$ cat config.mk
export PLATFORM = sky130hd
export DESIGN_NAME = core_top
export DESIGN_NICKNAME = d
export VERILOG_FILES = /design/src/design/core_pkg.sv /design/src/design/isa_pkg.sv /design/src/design/alu.sv /design/src/design/reg_file.sv /design/src/design/fetch_stage.sv /design/src/design/decode_stage.sv /design/src/design/execute_stage.sv /design/src/design/core_top.sv
export SDC_FILE = /design/constraint.sdc
export NUM_CORES = 1
export LEC_CHECK = 0
export ABC_AREA = 1
export BUFFER_PORTS_ARGS = -buffer_cell sky130_fd_sc_hd__buf_2
export CAP_MARGIN = 20
export CORE_MARGIN = 2
export CORE_UTILIZATION = 50
export CTS_CLUSTER_SIZE = 30
export DETAILED_ROUTE_END_ITERATION = 8
export PLACE_DENSITY = 0.63
export RECOVER_POWER = 100
export REMOVE_ABC_BUFFERS = 1
export SLEW_MARGIN = 5
export SYNTH_ARGS = -nofsm -noshare
export SYNTH_HDL_FRONTEND = slang
export SYNTH_SLANG_ARGS = --single-unit
$ cat constraint.sdc
create_clock -name CLK -period 4.65 [get_ports CLK]
set_input_delay 0.2325 -clock CLK [delete_from_list [all_inputs] [get_ports CLK]]
set_output_delay 0.2325 -clock CLK [all_outputs]
set_load 0.01 [all_outputs]
$ cat src/design/core_pkg.sv
`default_nettype none

package core_pkg;

	// datapath and register file shape
	localparam int WORD_BITS   = 16;	// data and address width
	localparam int REG_BITS    = 4;
	localparam int NUM_REGS    = 16;
	localparam int IMM_HI_BITS = 12;	// upper immediate loaded by the prefix
	localparam int FN_BITS     = 4;
	localparam int SHAMT_BITS  = 4;	// shift amount comes from the low bits of operand b

	// two-operand functions, a is the destination value
	localparam logic [FN_BITS-1:0] FN_MOV = 4'd0;
	localparam logic [FN_BITS-1:0] FN_ADD = 4'd1;
	localparam logic [FN_BITS-1:0] FN_SUB = 4'd2;
	localparam logic [FN_BITS-1:0] FN_AND = 4'd3;
	localparam logic [FN_BITS-1:0] FN_OR  = 4'd4;
	localparam logic [FN_BITS-1:0] FN_XOR = 4'd5;
	localparam logic [FN_BITS-1:0] FN_SHL = 4'd6;
	localparam logic [FN_BITS-1:0] FN_SHR = 4'd7;

	// single-operand functions, only a is looked at
	localparam logic [FN_BITS-1:0] FN_NOT = 4'd8;
	localparam logic [FN_BITS-1:0] FN_NEG = 4'd9;
	localparam logic [FN_BITS-1:0] FN_INC = 4'd10;
	localparam logic [FN_BITS-1:0] FN_DEC = 4'd11;

	// codes 12..15 are unassigned, the ALU passes a through with carry clear

endpackage

`default_nettype wire

$ cat src/design/isa_pkg.sv
`default_nettype none

package isa_pkg;

	localparam int OP_BITS     = 4;
	localparam int COND_BITS   = 3;
	localparam int IMM_LO_BITS = core_pkg::WORD_BITS - core_pkg::IMM_HI_BITS;

	// major opcodes, bits 15:12
	localparam logic [OP_BITS-1:0] OP_NOP    = 4'h0;
	localparam logic [OP_BITS-1:0] OP_PREFIX = 4'h1;
	localparam logic [OP_BITS-1:0] OP_ALU_RR = 4'h2;
	localparam logic [OP_BITS-1:0] OP_ALU_RI = 4'h3;
	localparam logic [OP_BITS-1:0] OP_BRANCH = 4'h4;

	// minor opcodes in bits 11:8 under OP_NOP
	localparam logic [core_pkg::FN_BITS-1:0] SUB_INC   = 4'h2;
	localparam logic [core_pkg::FN_BITS-1:0] SUB_DEC   = 4'h3;
	localparam logic [core_pkg::FN_BITS-1:0] SUB_UNARY = 4'h4;	// fn code in bits 7:4

	// branch conditions, code 7 is never taken
	localparam logic [COND_BITS-1:0] COND_Z      = 3'd0;
	localparam logic [COND_BITS-1:0] COND_NZ     = 3'd1;
	localparam logic [COND_BITS-1:0] COND_S      = 3'd2;
	localparam logic [COND_BITS-1:0] COND_NS     = 3'd3;
	localparam logic [COND_BITS-1:0] COND_C      = 3'd4;
	localparam logic [COND_BITS-1:0] COND_NC     = 3'd5;
	localparam logic [COND_BITS-1:0] COND_ALWAYS = 3'd6;

	typedef union packed {
		logic [core_pkg::WORD_BITS-1:0] word;
		struct packed {
			logic [OP_BITS-1:0]            major;
			logic [core_pkg::FN_BITS-1:0]  fn;
			logic [core_pkg::REG_BITS-1:0] rd;
			logic [core_pkg::REG_BITS-1:0] rs;
		} alu_view;
		struct packed {
			logic [OP_BITS-1:0]     major;
			logic                   rsvd;
			logic [COND_BITS-1:0]   cond;
			logic [3:0]             rsvd_nib;
			logic [IMM_LO_BITS-1:0] target_lo;
		} branch_view;
		struct packed {
			logic [OP_BITS-1:0]               major;
			logic [core_pkg::IMM_HI_BITS-1:0] imm_hi;
		} prefix_view;
	} instr_u;

	localparam instr_u NOP_WORD = '0;

endpackage

`default_nettype wire

$ cat src/design/alu.sv
`timescale 1ns/1ps
`default_nettype none

module alu (
	input  logic [core_pkg::FN_BITS-1:0]    fn,
	input  logic [core_pkg::WORD_BITS-1:0]  a,
	input  logic [core_pkg::WORD_BITS-1:0]  b,
	output logic [core_pkg::WORD_BITS-1:0]  result,
	output logic                            carry
);
	import core_pkg::*;

	logic [WORD_BITS:0]    wide;	// carry or borrow lands in the top bit
	logic [WORD_BITS:0]    shr_tmp;
	logic [SHAMT_BITS-1:0] shamt;

	assign shamt   = b[SHAMT_BITS-1:0];
	assign shr_tmp = {a, 1'b0} >> shamt;	// bit 0 ends up as the last bit shifted out

	always_comb begin
		case (fn)
			FN_MOV:  wide = {1'b0, b};
			FN_ADD:  wide = {1'b0, a} + {1'b0, b};
			FN_SUB:  wide = {1'b0, a} - {1'b0, b};
			FN_AND:  wide = {1'b0, a & b};
			FN_OR:   wide = {1'b0, a | b};
			FN_XOR:  wide = {1'b0, a ^ b};
			FN_SHL:  wide = {1'b0, a} << shamt;
			FN_SHR:  wide = {shr_tmp[0], shr_tmp[WORD_BITS:1]};
			FN_NOT:  wide = {1'b0, ~a};
			FN_NEG:  wide = '0 - {1'b0, a};	// borrow set for any nonzero a
			FN_INC:  wide = {1'b0, a} + 1'b1;
			FN_DEC:  wide = {1'b0, a} - 1'b1;
			default: wide = {1'b0, a};
		endcase
	end

	assign result = wide[WORD_BITS-1:0];
	assign carry  = wide[WORD_BITS];

endmodule

`default_nettype wire

$ cat src/design/reg_file.sv
`timescale 1ns/1ps
`default_nettype none

module reg_file (
	input  logic                            CLK,
	input  logic                            RSTb,
	input  logic                            wr_en,
	input  logic [core_pkg::REG_BITS-1:0]   wr_addr,
	input  logic [core_pkg::WORD_BITS-1:0]  wr_data,
	input  logic [core_pkg::REG_BITS-1:0]   rd_addr_a,
	input  logic [core_pkg::REG_BITS-1:0]   rd_addr_b,
	output logic [core_pkg::WORD_BITS-1:0]  rd_data_a,
	output logic [core_pkg::WORD_BITS-1:0]  rd_data_b
);
	import core_pkg::*;

	logic [WORD_BITS-1:0] regs [NUM_REGS];

	always_ff @(posedge CLK) begin
		if (!RSTb) begin
			for (int i = 0; i < NUM_REGS; i++)
				regs[i] <= '0;	// architectural state starts at zero
		end else if (wr_en) begin
			regs[wr_addr] <= wr_data;
		end
	end

	// same-cycle write is forwarded to the readers
	assign rd_data_a = (wr_en && (wr_addr == rd_addr_a)) ? wr_data : regs[rd_addr_a];
	assign rd_data_b = (wr_en && (wr_addr == rd_addr_b)) ? wr_data : regs[rd_addr_b];

endmodule

`default_nettype wire

$ cat src/design/fetch_stage.sv
`timescale 1ns/1ps
`default_nettype none

module fetch_stage (
	input  logic                            CLK,
	input  logic                            RSTb,
	input  logic [core_pkg::WORD_BITS-1:0]  imem_data,
	input  logic                            stall,
	input  logic                            branch_taken,
	input  logic [core_pkg::WORD_BITS-1:0]  branch_target,
	output logic [core_pkg::WORD_BITS-1:0]  imem_addr,
	output isa_pkg::instr_u                 instr
);
	import core_pkg::*;
	import isa_pkg::*;

	logic [WORD_BITS-1:0] pc;

	assign imem_addr = pc;	// memory answers in the same cycle

	always_ff @(posedge CLK) begin
		if (!RSTb) begin
			pc    <= '0;
			instr <= NOP_WORD;
		end else if (branch_taken) begin
			// the word fetched this cycle is on the wrong path
			pc    <= branch_target;
			instr <= NOP_WORD;
		end else if (!stall) begin
			pc         <= pc + 1'b1;
			instr.word <= imem_data;
		end
		// on a stall both pc and instr keep their value
	end

endmodule

`default_nettype wire

$ cat src/design/decode_stage.sv
`timescale 1ns/1ps
`default_nettype none

module decode_stage (
	input  logic                            CLK,
	input  logic                            RSTb,
	input  isa_pkg::instr_u                 instr,
	input  logic [core_pkg::WORD_BITS-1:0]  rd_data_a,
	input  logic [core_pkg::WORD_BITS-1:0]  rd_data_b,
	input  logic                            flag_z,
	input  logic                            flag_s,
	input  logic                            flag_c,
	output logic [core_pkg::REG_BITS-1:0]   rd_addr_a,
	output logic [core_pkg::REG_BITS-1:0]   rd_addr_b,
	output logic                            stall,
	output logic                            branch_taken,
	output logic [core_pkg::WORD_BITS-1:0]  branch_target,
	output logic                            iss_valid,
	output logic [core_pkg::FN_BITS-1:0]    iss_fn,
	output logic [core_pkg::WORD_BITS-1:0]  iss_a,
	output logic [core_pkg::WORD_BITS-1:0]  iss_b,
	output logic [core_pkg::REG_BITS-1:0]   iss_dest,
	output logic                            iss_wen,
	output logic                            iss_flags_en
);
	import core_pkg::*;
	import isa_pkg::*;

	logic [IMM_HI_BITS-1:0] imm_hi;
	logic [WORD_BITS-1:0]   imm_full;
	logic                   use_a;
	logic                   use_b;
	logic                   use_imm;
	logic                   dec_valid;
	logic                   dec_wen;
	logic                   dec_flags;
	logic [FN_BITS-1:0]     dec_fn;
	logic [REG_BITS-1:0]    dec_dest;
	logic                   is_pfx;
	logic                   is_br;
	logic                   cond_true;
	logic                   flags_needed;
	logic                   raw_hazard;

	assign imm_full = {imm_hi, instr.alu_view.rs};	// low nibble sits in the rs field

	always_comb begin
		rd_addr_a = instr.alu_view.rd;
		rd_addr_b = instr.alu_view.rs;
		dec_fn    = instr.alu_view.fn;
		dec_dest  = instr.alu_view.rd;
		use_a     = 1'b0;
		use_b     = 1'b0;
		use_imm   = 1'b0;
		dec_valid = 1'b0;
		dec_wen   = 1'b0;
		dec_flags = 1'b0;
		is_pfx    = 1'b0;
		is_br     = 1'b0;
		case (instr.alu_view.major)
			OP_NOP: begin
				// single-register forms read and write rs
				rd_addr_a = instr.alu_view.rs;
				dec_dest  = instr.alu_view.rs;
				case (instr.alu_view.fn)
					SUB_INC, SUB_DEC: begin
						use_a     = 1'b1;
						dec_valid = 1'b1;
						dec_wen   = 1'b1;	// flags untouched
						dec_fn    = (instr.alu_view.fn == SUB_INC) ? FN_INC : FN_DEC;
					end
					SUB_UNARY: begin
						use_a     = 1'b1;
						dec_valid = 1'b1;
						dec_wen   = 1'b1;
						dec_flags = 1'b1;
						dec_fn    = instr.alu_view.rd;	// function code in bits 7:4
					end
					default: ;	// plain nop, also the retired ret/link forms
				endcase
			end
			OP_PREFIX: begin
				is_pfx    = 1'b1;
				dec_valid = 1'b1;
			end
			OP_ALU_RR: begin
				use_a     = 1'b1;
				use_b     = 1'b1;
				dec_valid = 1'b1;
				dec_wen   = 1'b1;
				dec_flags = 1'b1;
			end
			OP_ALU_RI: begin
				use_a     = 1'b1;
				use_imm   = 1'b1;
				dec_valid = 1'b1;
				dec_wen   = 1'b1;
				dec_flags = 1'b1;
			end
			OP_BRANCH: begin
				is_br     = 1'b1;
				dec_valid = 1'b1;
			end
			default: ;	// memory ops and unused majors run as nop
		endcase
	end

	always_comb begin
		flags_needed = (instr.branch_view.cond < COND_ALWAYS);
		case (instr.branch_view.cond)
			COND_Z:      cond_true = flag_z;
			COND_NZ:     cond_true = !flag_z;
			COND_S:      cond_true = flag_s;
			COND_NS:     cond_true = !flag_s;
			COND_C:      cond_true = flag_c;
			COND_NC:     cond_true = !flag_c;
			COND_ALWAYS: cond_true = 1'b1;
			default:     cond_true = 1'b0;
		endcase
	end

	// the issued instruction writes at the end of execute, write-through covers the rest
	assign raw_hazard = iss_valid && iss_wen &&
		((use_a && (rd_addr_a == iss_dest)) || (use_b && (rd_addr_b == iss_dest)));
	assign stall = raw_hazard || (is_br && flags_needed && iss_valid && iss_flags_en);

	assign branch_taken  = is_br && cond_true && !stall;
	assign branch_target = {imm_hi, instr.branch_view.target_lo};

	always_ff @(posedge CLK) begin
		if (!RSTb) begin
			imm_hi       <= '0;
			iss_valid    <= 1'b0;
			iss_wen      <= 1'b0;
			iss_flags_en <= 1'b0;
		end else begin
			if (!stall && dec_valid)
				imm_hi <= is_pfx ? instr.prefix_view.imm_hi : '0;
			iss_valid    <= dec_valid && !stall;	// bubble while stalled
			iss_wen      <= dec_wen && !stall;
			iss_flags_en <= dec_flags && !stall;
		end
	end

	always_ff @(posedge CLK) begin
		iss_fn   <= dec_fn;
		iss_a    <= rd_data_a;
		iss_b    <= use_imm ? imm_full : rd_data_b;
		iss_dest <= dec_dest;
	end

endmodule

`default_nettype wire

$ cat src/design/execute_stage.sv
`timescale 1ns/1ps
`default_nettype none

module execute_stage (
	input  logic                            CLK,
	input  logic                            RSTb,
	input  logic                            iss_valid,
	input  logic [core_pkg::FN_BITS-1:0]    iss_fn,
	input  logic [core_pkg::WORD_BITS-1:0]  iss_a,
	input  logic [core_pkg::WORD_BITS-1:0]  iss_b,
	input  logic [core_pkg::REG_BITS-1:0]   iss_dest,
	input  logic                            iss_wen,
	input  logic                            iss_flags_en,
	output logic                            flag_z,
	output logic                            flag_s,
	output logic                            flag_c,
	output logic                            wb_en,
	output logic [core_pkg::REG_BITS-1:0]   wb_addr,
	output logic [core_pkg::WORD_BITS-1:0]  wb_data
);
	import core_pkg::*;

	logic [WORD_BITS-1:0] alu_result;
	logic                 alu_carry;

	alu u_alu (
		.fn(iss_fn),
		.a(iss_a),
		.b(iss_b),
		.result(alu_result),
		.carry(alu_carry)
	);

	always_ff @(posedge CLK) begin
		if (!RSTb) begin
			wb_en  <= 1'b0;
			flag_z <= 1'b0;
			flag_s <= 1'b0;
			flag_c <= 1'b0;
		end else begin
			wb_en <= iss_valid && iss_wen;
			if (iss_valid && iss_flags_en) begin
				flag_z <= (alu_result == '0);
				flag_s <= alu_result[WORD_BITS-1];
				flag_c <= alu_carry;
			end
		end
	end

	// write-back register, qualified by wb_en
	always_ff @(posedge CLK) begin
		wb_addr <= iss_dest;
		wb_data <= alu_result;
	end

endmodule

`default_nettype wire

$ cat src/design/core_top.sv
`timescale 1ns/1ps
`default_nettype none

module core_top (
	input  logic                            CLK,
	input  logic                            RSTb,
	input  logic [core_pkg::WORD_BITS-1:0]  imem_data,
	output logic [core_pkg::WORD_BITS-1:0]  imem_addr,
	output logic                            wb_en,
	output logic [core_pkg::REG_BITS-1:0]   wb_addr,
	output logic [core_pkg::WORD_BITS-1:0]  wb_data
);
	import core_pkg::*;
	import isa_pkg::*;

	instr_u                instr;
	logic                  stall;
	logic                  branch_taken;
	logic [WORD_BITS-1:0]  branch_target;
	logic [REG_BITS-1:0]   rd_addr_a;
	logic [REG_BITS-1:0]   rd_addr_b;
	logic [WORD_BITS-1:0]  rd_data_a;
	logic [WORD_BITS-1:0]  rd_data_b;
	logic                  flag_z;
	logic                  flag_s;
	logic                  flag_c;

	// issue register, decode to execute
	logic                  iss_valid;
	logic [FN_BITS-1:0]    iss_fn;
	logic [WORD_BITS-1:0]  iss_a;
	logic [WORD_BITS-1:0]  iss_b;
	logic [REG_BITS-1:0]   iss_dest;
	logic                  iss_wen;
	logic                  iss_flags_en;

	fetch_stage u_fetch (
		.CLK(CLK), .RSTb(RSTb), .imem_data(imem_data), .stall(stall),
		.branch_taken(branch_taken), .branch_target(branch_target),
		.imem_addr(imem_addr), .instr(instr)
	);

	decode_stage u_decode (
		.CLK(CLK), .RSTb(RSTb), .instr(instr),
		.rd_data_a(rd_data_a), .rd_data_b(rd_data_b),
		.flag_z(flag_z), .flag_s(flag_s), .flag_c(flag_c),
		.rd_addr_a(rd_addr_a), .rd_addr_b(rd_addr_b),
		.stall(stall), .branch_taken(branch_taken), .branch_target(branch_target),
		.iss_valid(iss_valid), .iss_fn(iss_fn), .iss_a(iss_a), .iss_b(iss_b),
		.iss_dest(iss_dest), .iss_wen(iss_wen), .iss_flags_en(iss_flags_en)
	);

	execute_stage u_execute (
		.CLK(CLK), .RSTb(RSTb),
		.iss_valid(iss_valid), .iss_fn(iss_fn), .iss_a(iss_a), .iss_b(iss_b),
		.iss_dest(iss_dest), .iss_wen(iss_wen), .iss_flags_en(iss_flags_en),
		.flag_z(flag_z), .flag_s(flag_s), .flag_c(flag_c),
		.wb_en(wb_en), .wb_addr(wb_addr), .wb_data(wb_data)
	);

	reg_file u_regs (
		.CLK(CLK), .RSTb(RSTb),
		.wr_en(wb_en), .wr_addr(wb_addr), .wr_data(wb_data),
		.rd_addr_a(rd_addr_a), .rd_addr_b(rd_addr_b),
		.rd_data_a(rd_data_a), .rd_data_b(rd_data_b)
	);

endmodule

`default_nettype wire

# == Yosys cells after proc, flatten, opt, wreduce, memory -nomap -nowiden ==
# Memories as Yosys holds them, arrays and structs flattened. A register that Yosys moved wholly into a read port is not among the register bits.
# Cells that the tools add are included.
# op_classes
addsub,6
magnitude_cmp,1
eq_ne,29
n_shift,2
n_mux,30
bitwise,5
n_reduce_logical,31
# ops
operator,n
one-hot mux 17 bit (12 select lines),1
two-way mux 16 bit,6
equality test 4 x 2 -> 1 bit (second input constant),6
equality test 4 x 3 -> 1 bit (second input constant),6
two-way mux 4 bit,5
adder 16 x 1 -> 17 bit (second input constant),1
adder 16 x 16 -> 17 bit,1
<< shifter 16 x 4 -> 17 bit,1
>> shifter 17 x 4 -> 17 bit,1
subtractor 1 x 16 -> 17 bit (first input constant),1
subtractor 16 x 1 -> 17 bit (second input constant),1
subtractor 16 x 16 -> 17 bit,1
adder 16 x 1 -> 16 bit (second input constant),1
bitwise AND 16 bit,1
equality test 4 bit,4
equality test 4 bit (second input constant),4
zero test 16 bit,1
NOT 16 bit,1
bitwise OR 16 bit,1
OR reduction 16 bit,1
bitwise XOR 16 bit,1
logical AND 1 bit,15
two-way mux 1 bit,12
two-way mux 12 bit,1
other kinds (17),30
# word_totals
register_bits,111
ramBits,256
out_inout_bits,37
n_memories,1
# memory_table
name,depth,word_bits,read_ports,rd_ports_with_merged_regs,wr,line_no,source
u_regs.regs,16,16,2,1,16,reg_file.sv:17,logic [WORD_BITS-1:0] regs [NUM_REGS];

# == Longest topological paths before layout ==
# depth
depth_word,12
mapped_depth,27

# == Cells and area by module ==
# A second synthesis with hierarchy kept.
# hier_totals
hier_cells,3605
area_unflattened_um2,24672.4
# modules_own_cells
mod,instances,cells_each,area_per_inst_um2
reg_file,1,2090,15548.7
alu,1,999,4797.1
decode_stage,1,226,2114.5
fetch_stage,1,238,1607.8
execute_stage,1,52,604.3

# == Least setup slack after synthesis ==
# Ideal clock, no wire load.
# synth_path
kind,register -> register
from,register u_decode.iss_b[1] (netlist name)
to,register u_execute.flag_z
setup_time_ps,72
t_arrival_ps,3553
required_ps,4578
slack_ps,1025
stages_incl_launch_ff,25
period_less_slack_ps,3625
path_cell_list,dfxtp_1 -> buf_2 -> inv_2 -> buf_2 -> ha_1 -> inv_1 -> nor3_1 -> nand2_1 -> nor3_1 -> nand3_1 -> nor3_1 -> o21ai_0 -> o21ai_0 -> ha_1 -> a21oi_1 -> nand2_1 -> a21oi_1 -> nand3_1 -> nand2_1 -> nor2_1 -> o21ai_0 -> nand2_1 -> nor2_1 -> nand3_1 -> a21oi_1
# synth_between
elab_chain_cells,3
# synth_rtl
item,line_no,source
start: declaration,decode_stage.sv:21,"output logic [core_pkg::WORD_BITS-1:0] iss_b,"
start signal: assignment,decode_stage.sv:148,iss_b <= use_imm ? imm_full : rd_data_b;
subtractor 16 x 16 -> 17 bit (tied with other cells),alu.sv:24,"FN_SUB: wide = {1'b0, a} - {1'b0, b};"
one-hot mux 17 bit (12 select lines) (*),alu.sv:21,case (fn)
zero test 16 bit (*),execute_stage.sv:43,flag_z <= (alu_result == '0);
end signal: assignment,execute_stage.sv:43,
end: declaration,execute_stage.sv:14,"output logic flag_z,"
# Every way passes the cells marked *; elsewhere a longest branch is shown, timed or not.
# A chain may end at the register's enable or synchronous reset.

# == Worst setup path after layout ==
# layout_path
from,register u_fetch.instr[15] (netlist name)
to,register u_decode.iss_a[12] (netlist name)
# layout_between
elab_chain_cells,5
# layout_rtl
item,line_no,source
start: declaration,fetch_stage.sv:12,output isa_pkg::instr_u instr
zero test 4 bit (*),decode_stage.sv:60,case (instr.alu_view.major)
two-way mux 4 bit (*),decode_stage.sv:60,
"parallel branches: the longest is 2 deep, another holds memory read (16 x 16 bit)",n/a,
two-way mux 16 bit (*),reg_file.sv:29,assign rd_data_a = (wr_en && (wr_addr == rd_addr_a)) ? wr_data : regs[rd_addr_a];
via rd_data_a[12],core_top.sv:22,logic [WORD_BITS-1:0] rd_data_a;
end signal: assignment,decode_stage.sv:147,iss_a <= rd_data_a;
end: declaration,decode_stage.sv:20,"output logic [core_pkg::WORD_BITS-1:0] iss_a,"
# Mark *: on every way through the listed nets, which the timed path passes.

==> run metrics <==
peak supply drop between 0.2 and 0.3 mV; final critical-path share of the clock period 0.9618; Hold Vio Cnt, Final 0; leakage ~9.9 nW; cell count after synthesis 2,995; critical setup path kind reg2reg; Arr. time, crit path 4.87 ns; Worst path slowest cell clkbuf_1; routability congestion estimate 1.004; WP data required ~5.0 ns; Reg-to-Reg Start u_fetch.instr[15]; slew margin rel. -0.4420; overall routing resource usage 0.3619; R2R cell count 10; die width around 220 um; largest net degree at the start of global routing 130; clock tree sinks ~370; Critical Path Source u_fetch.instr[15]; Worst path depth 10; I/O pin cnt 55; Setup crit end kind register; final WL around 86,000 um; Core Region between 40,000 and 50,000 sq um; Root Buffer clkbuf_16; Core Rows 77; Crit Path Max Fanout 35; delay of the slowest critical-path stage about 1.5 ns; Worst setup endpoint u_decode.iss_a[12]; Mapped Area about 22,000 sq um; nets@finish slightly above 3,000; die height 215.7 um; share of layout cells above drive strength 1 0.04281; DRC Markers 0; fin crit period approximately 4.5 ns; Top delay family on crit path buffers and inverters; H-tree lvl count 2; Worst Hold Slack between 0.3 and 0.4 ns; vias in the first global route around 21,000; reg2reg setup slack about 0.18 ns; commonest non-fill, non-tap cell in the layout nor2_1; fillers around 4,200; number of synthesized flops with an enable pin ~260; violated checks max-capacitance violations, max-slew violations; Final Cell Area between 20,000 and 25,000 sq um; grt total ovfl 0; post-CTS setup repair buffer count 0; Cell Pwr Density approximately 440 nW/um^2; CTS Buf Count 42; MaxCap Viol Count 4; first-pass GRT wire length about 130,000 um; port bufs between 50 and 60; total die area around 47,000 sq um; RSZ-0062 raised after global routing no; Bufs and invs on worst path 3; Slew Viols, Final between 200 and 250; crit-path cells nor2_1 -> nand2_4 -> nand2_1 -> o21ai_1 -> clkbuf_4 -> inv_1 -> clkbuf_1 -> o221ai_1 -> nand3_1 -> a31oi_1; DR iter-0 viols around 3,200; distinct cell type count after synthesis 45; Synth-to-Final Area Change 9.455%; wire per inst ~24 um; Worst-path clk slew about 0.06 ns; CTS tree done; Post-CTS Resized 0; CTS Buffer Depth 3; top_reg_cell synth edfxtp_1; Slew @ Worst Pin between 2 and 2.5 ns; number of cells on the worst hold path 0; CP Launch Type register; Worst Hold Class reg2reg; starting density of the core 0.5066; Via density just over 6; post-synthesis sequential area ratio 0.4459; Pre-Repair DR Iteration Count 6; status finished with violations; initial antenna violation count 2; detailed placement HPWL approximately 56,000 um; Worst Skew ~0.024 ns; Crit Reg-Reg Endpoint u_decode.iss_a[12]; antenna-violating nets left 0; Synth warnings 0; Post-Syn Area per Cell 7.480 sq um; Post-DP Area around 23,000 sq um; commonest cells after routing, fill and taps aside nor2_1 (682), nand2_1 (521), o21ai_0 (355); max frequency between 200 and 250 MHz; vias post-DR roughly 22,000; register bit total from synthesis around 370; Worst-Skew Late Latency 0.58 ns; asr flop ratio synth 0; final setup vio count 0
## final cells by class
type | instances | area [sq um] | share of cell area
antenna | 1 | 2.502 | 0.0001020
inverter | 205 | 772.0 | 0.03148
multi-input combinational | 2228 | 10870 | 0.4434
clock buffer | 54 | 1106 | 0.04510
clock inverter | 19 | 249.0 | 0.01015
sequential | 371 | 9992 | 0.4075
tap | 592 | 740.7 | 0.03021
timing repair buffer | 136 | 785.8 | 0.03204
## worst min path at each step
stage / start / end
floorplan: u_decode.iss_dest[0] / u_execute.wb_addr[0]
global placement: u_decode.iss_dest[0] / u_execute.wb_addr[0]
finish: u_decode.iss_dest[1] / u_execute.wb_addr[1]
CTS: RSTb / u_fetch.imem_addr[9]
global route: u_decode.iss_dest[1] / u_execute.wb_addr[1]
detailed placement: u_decode.iss_dest[0] / u_execute.wb_addr[0]
## registers in the layout, indices dropped and copies added, names as in the netlist, named ones only
register	cells
u_execute.wb_addr	4
u_execute.wb_data	16
u_decode.iss_dest	4
u_decode.iss_a	16
u_execute.wb_en	1
u_execute.flag_c	1
u_decode.iss_flags_en	1
u_regs.regs	256
u_execute.flag_z	1
u_fetch.instr	16
u_decode.imm_hi	12
u_decode.iss_fn	4
u_execute.flag_s	1
u_decode.iss_b	16
u_decode.iss_wen	1
u_decode.iss_valid	1
u_fetch.imem_addr	16
## through the flow
step	util	instances	setup TNS (ns)	setup slack, ns	total power (W)
6_report	0.5545	3606	0	0.1774	0.01081
2_1_floorplan	-	2804	-32.87	-1.564	0.006076
4_1_cts	0.5593	3605	0	0.5979	0.01075
3_3_place_gp	0.5248	3515	0	0.5819	0.007366
5_1_grt	0.5545	3605	0	0.07208	0.01127
3_5_place_dp	0.5251	3516	0	0.6136	0.007399
## worst register-to-register path: cells and delay by family (launching register included)
family,cells,cell delay [ns]
simple gates,4,0.90
compound gates,3,0.97
flops,1,0.34
buf+inv,3,2.10
## power breakdown
| part | switching [W] | internal [W] |
|---|---|---|
| registers | 0.000471 | 0.00376 |
| clock network | 0.00136 | 0.00200 |
| logic | 0.00235 | 0.000864 |
## synthesized netlist by cell type, drive strengths merged (2+ instances only)
library cell / n / area share
a21oi: 77 / 0.017
a221oi: 2 / 0.00078
a31oi: 20 / 0.0056
and2: 3 / 0.00084
buf: 34 / 0.0084
clkbuf: 157 / 0.026
clkinv: 9 / 0.0015
dfxtp: 115 / 0.10
edfxtp: 256 / 0.34
ha: 52 / 0.029
inv: 196 / 0.033
nand2: 522 / 0.088
nand3: 254 / 0.057
nand3b: 11 / 0.0037
nand4: 17 / 0.0047
nor2: 685 / 0.12
nor3: 18 / 0.0040
nor4: 4 / 0.0011
o211ai: 20 / 0.0067
o21ai: 371 / 0.084
o21bai: 2 / 0.00067
o221ai: 120 / 0.047
o22ai: 9 / 0.0025
o31ai: 2 / 0.00067
or2: 4 / 0.0011
xnor2: 5 / 0.0020
xor2: 24 / 0.0094
## kinds of logic after synthesis
logic type,after synthesis,synth area share
flops,371,0.4459
buf+inv,396,0.06908
fa+ha+maj,53,0.02993
simple gates,1520,0.2773
xor+xnor,29,0.01134
compound gates,626,0.1665
## metal layers
metal  part of all wire  GRT usage
met5            0.00015          0
met4              0.048     0.1680
met3               0.11    0.06963
met2               0.46     0.5801
met1               0.39     0.4741
## timing repair
item	4_1_cts	5_1_grt
hold buffers	16	0
endpoints found under the setup margin	0	0
hold endpoints to repair	20	0
No activity file was read; power rests on OpenSTA's default activity.
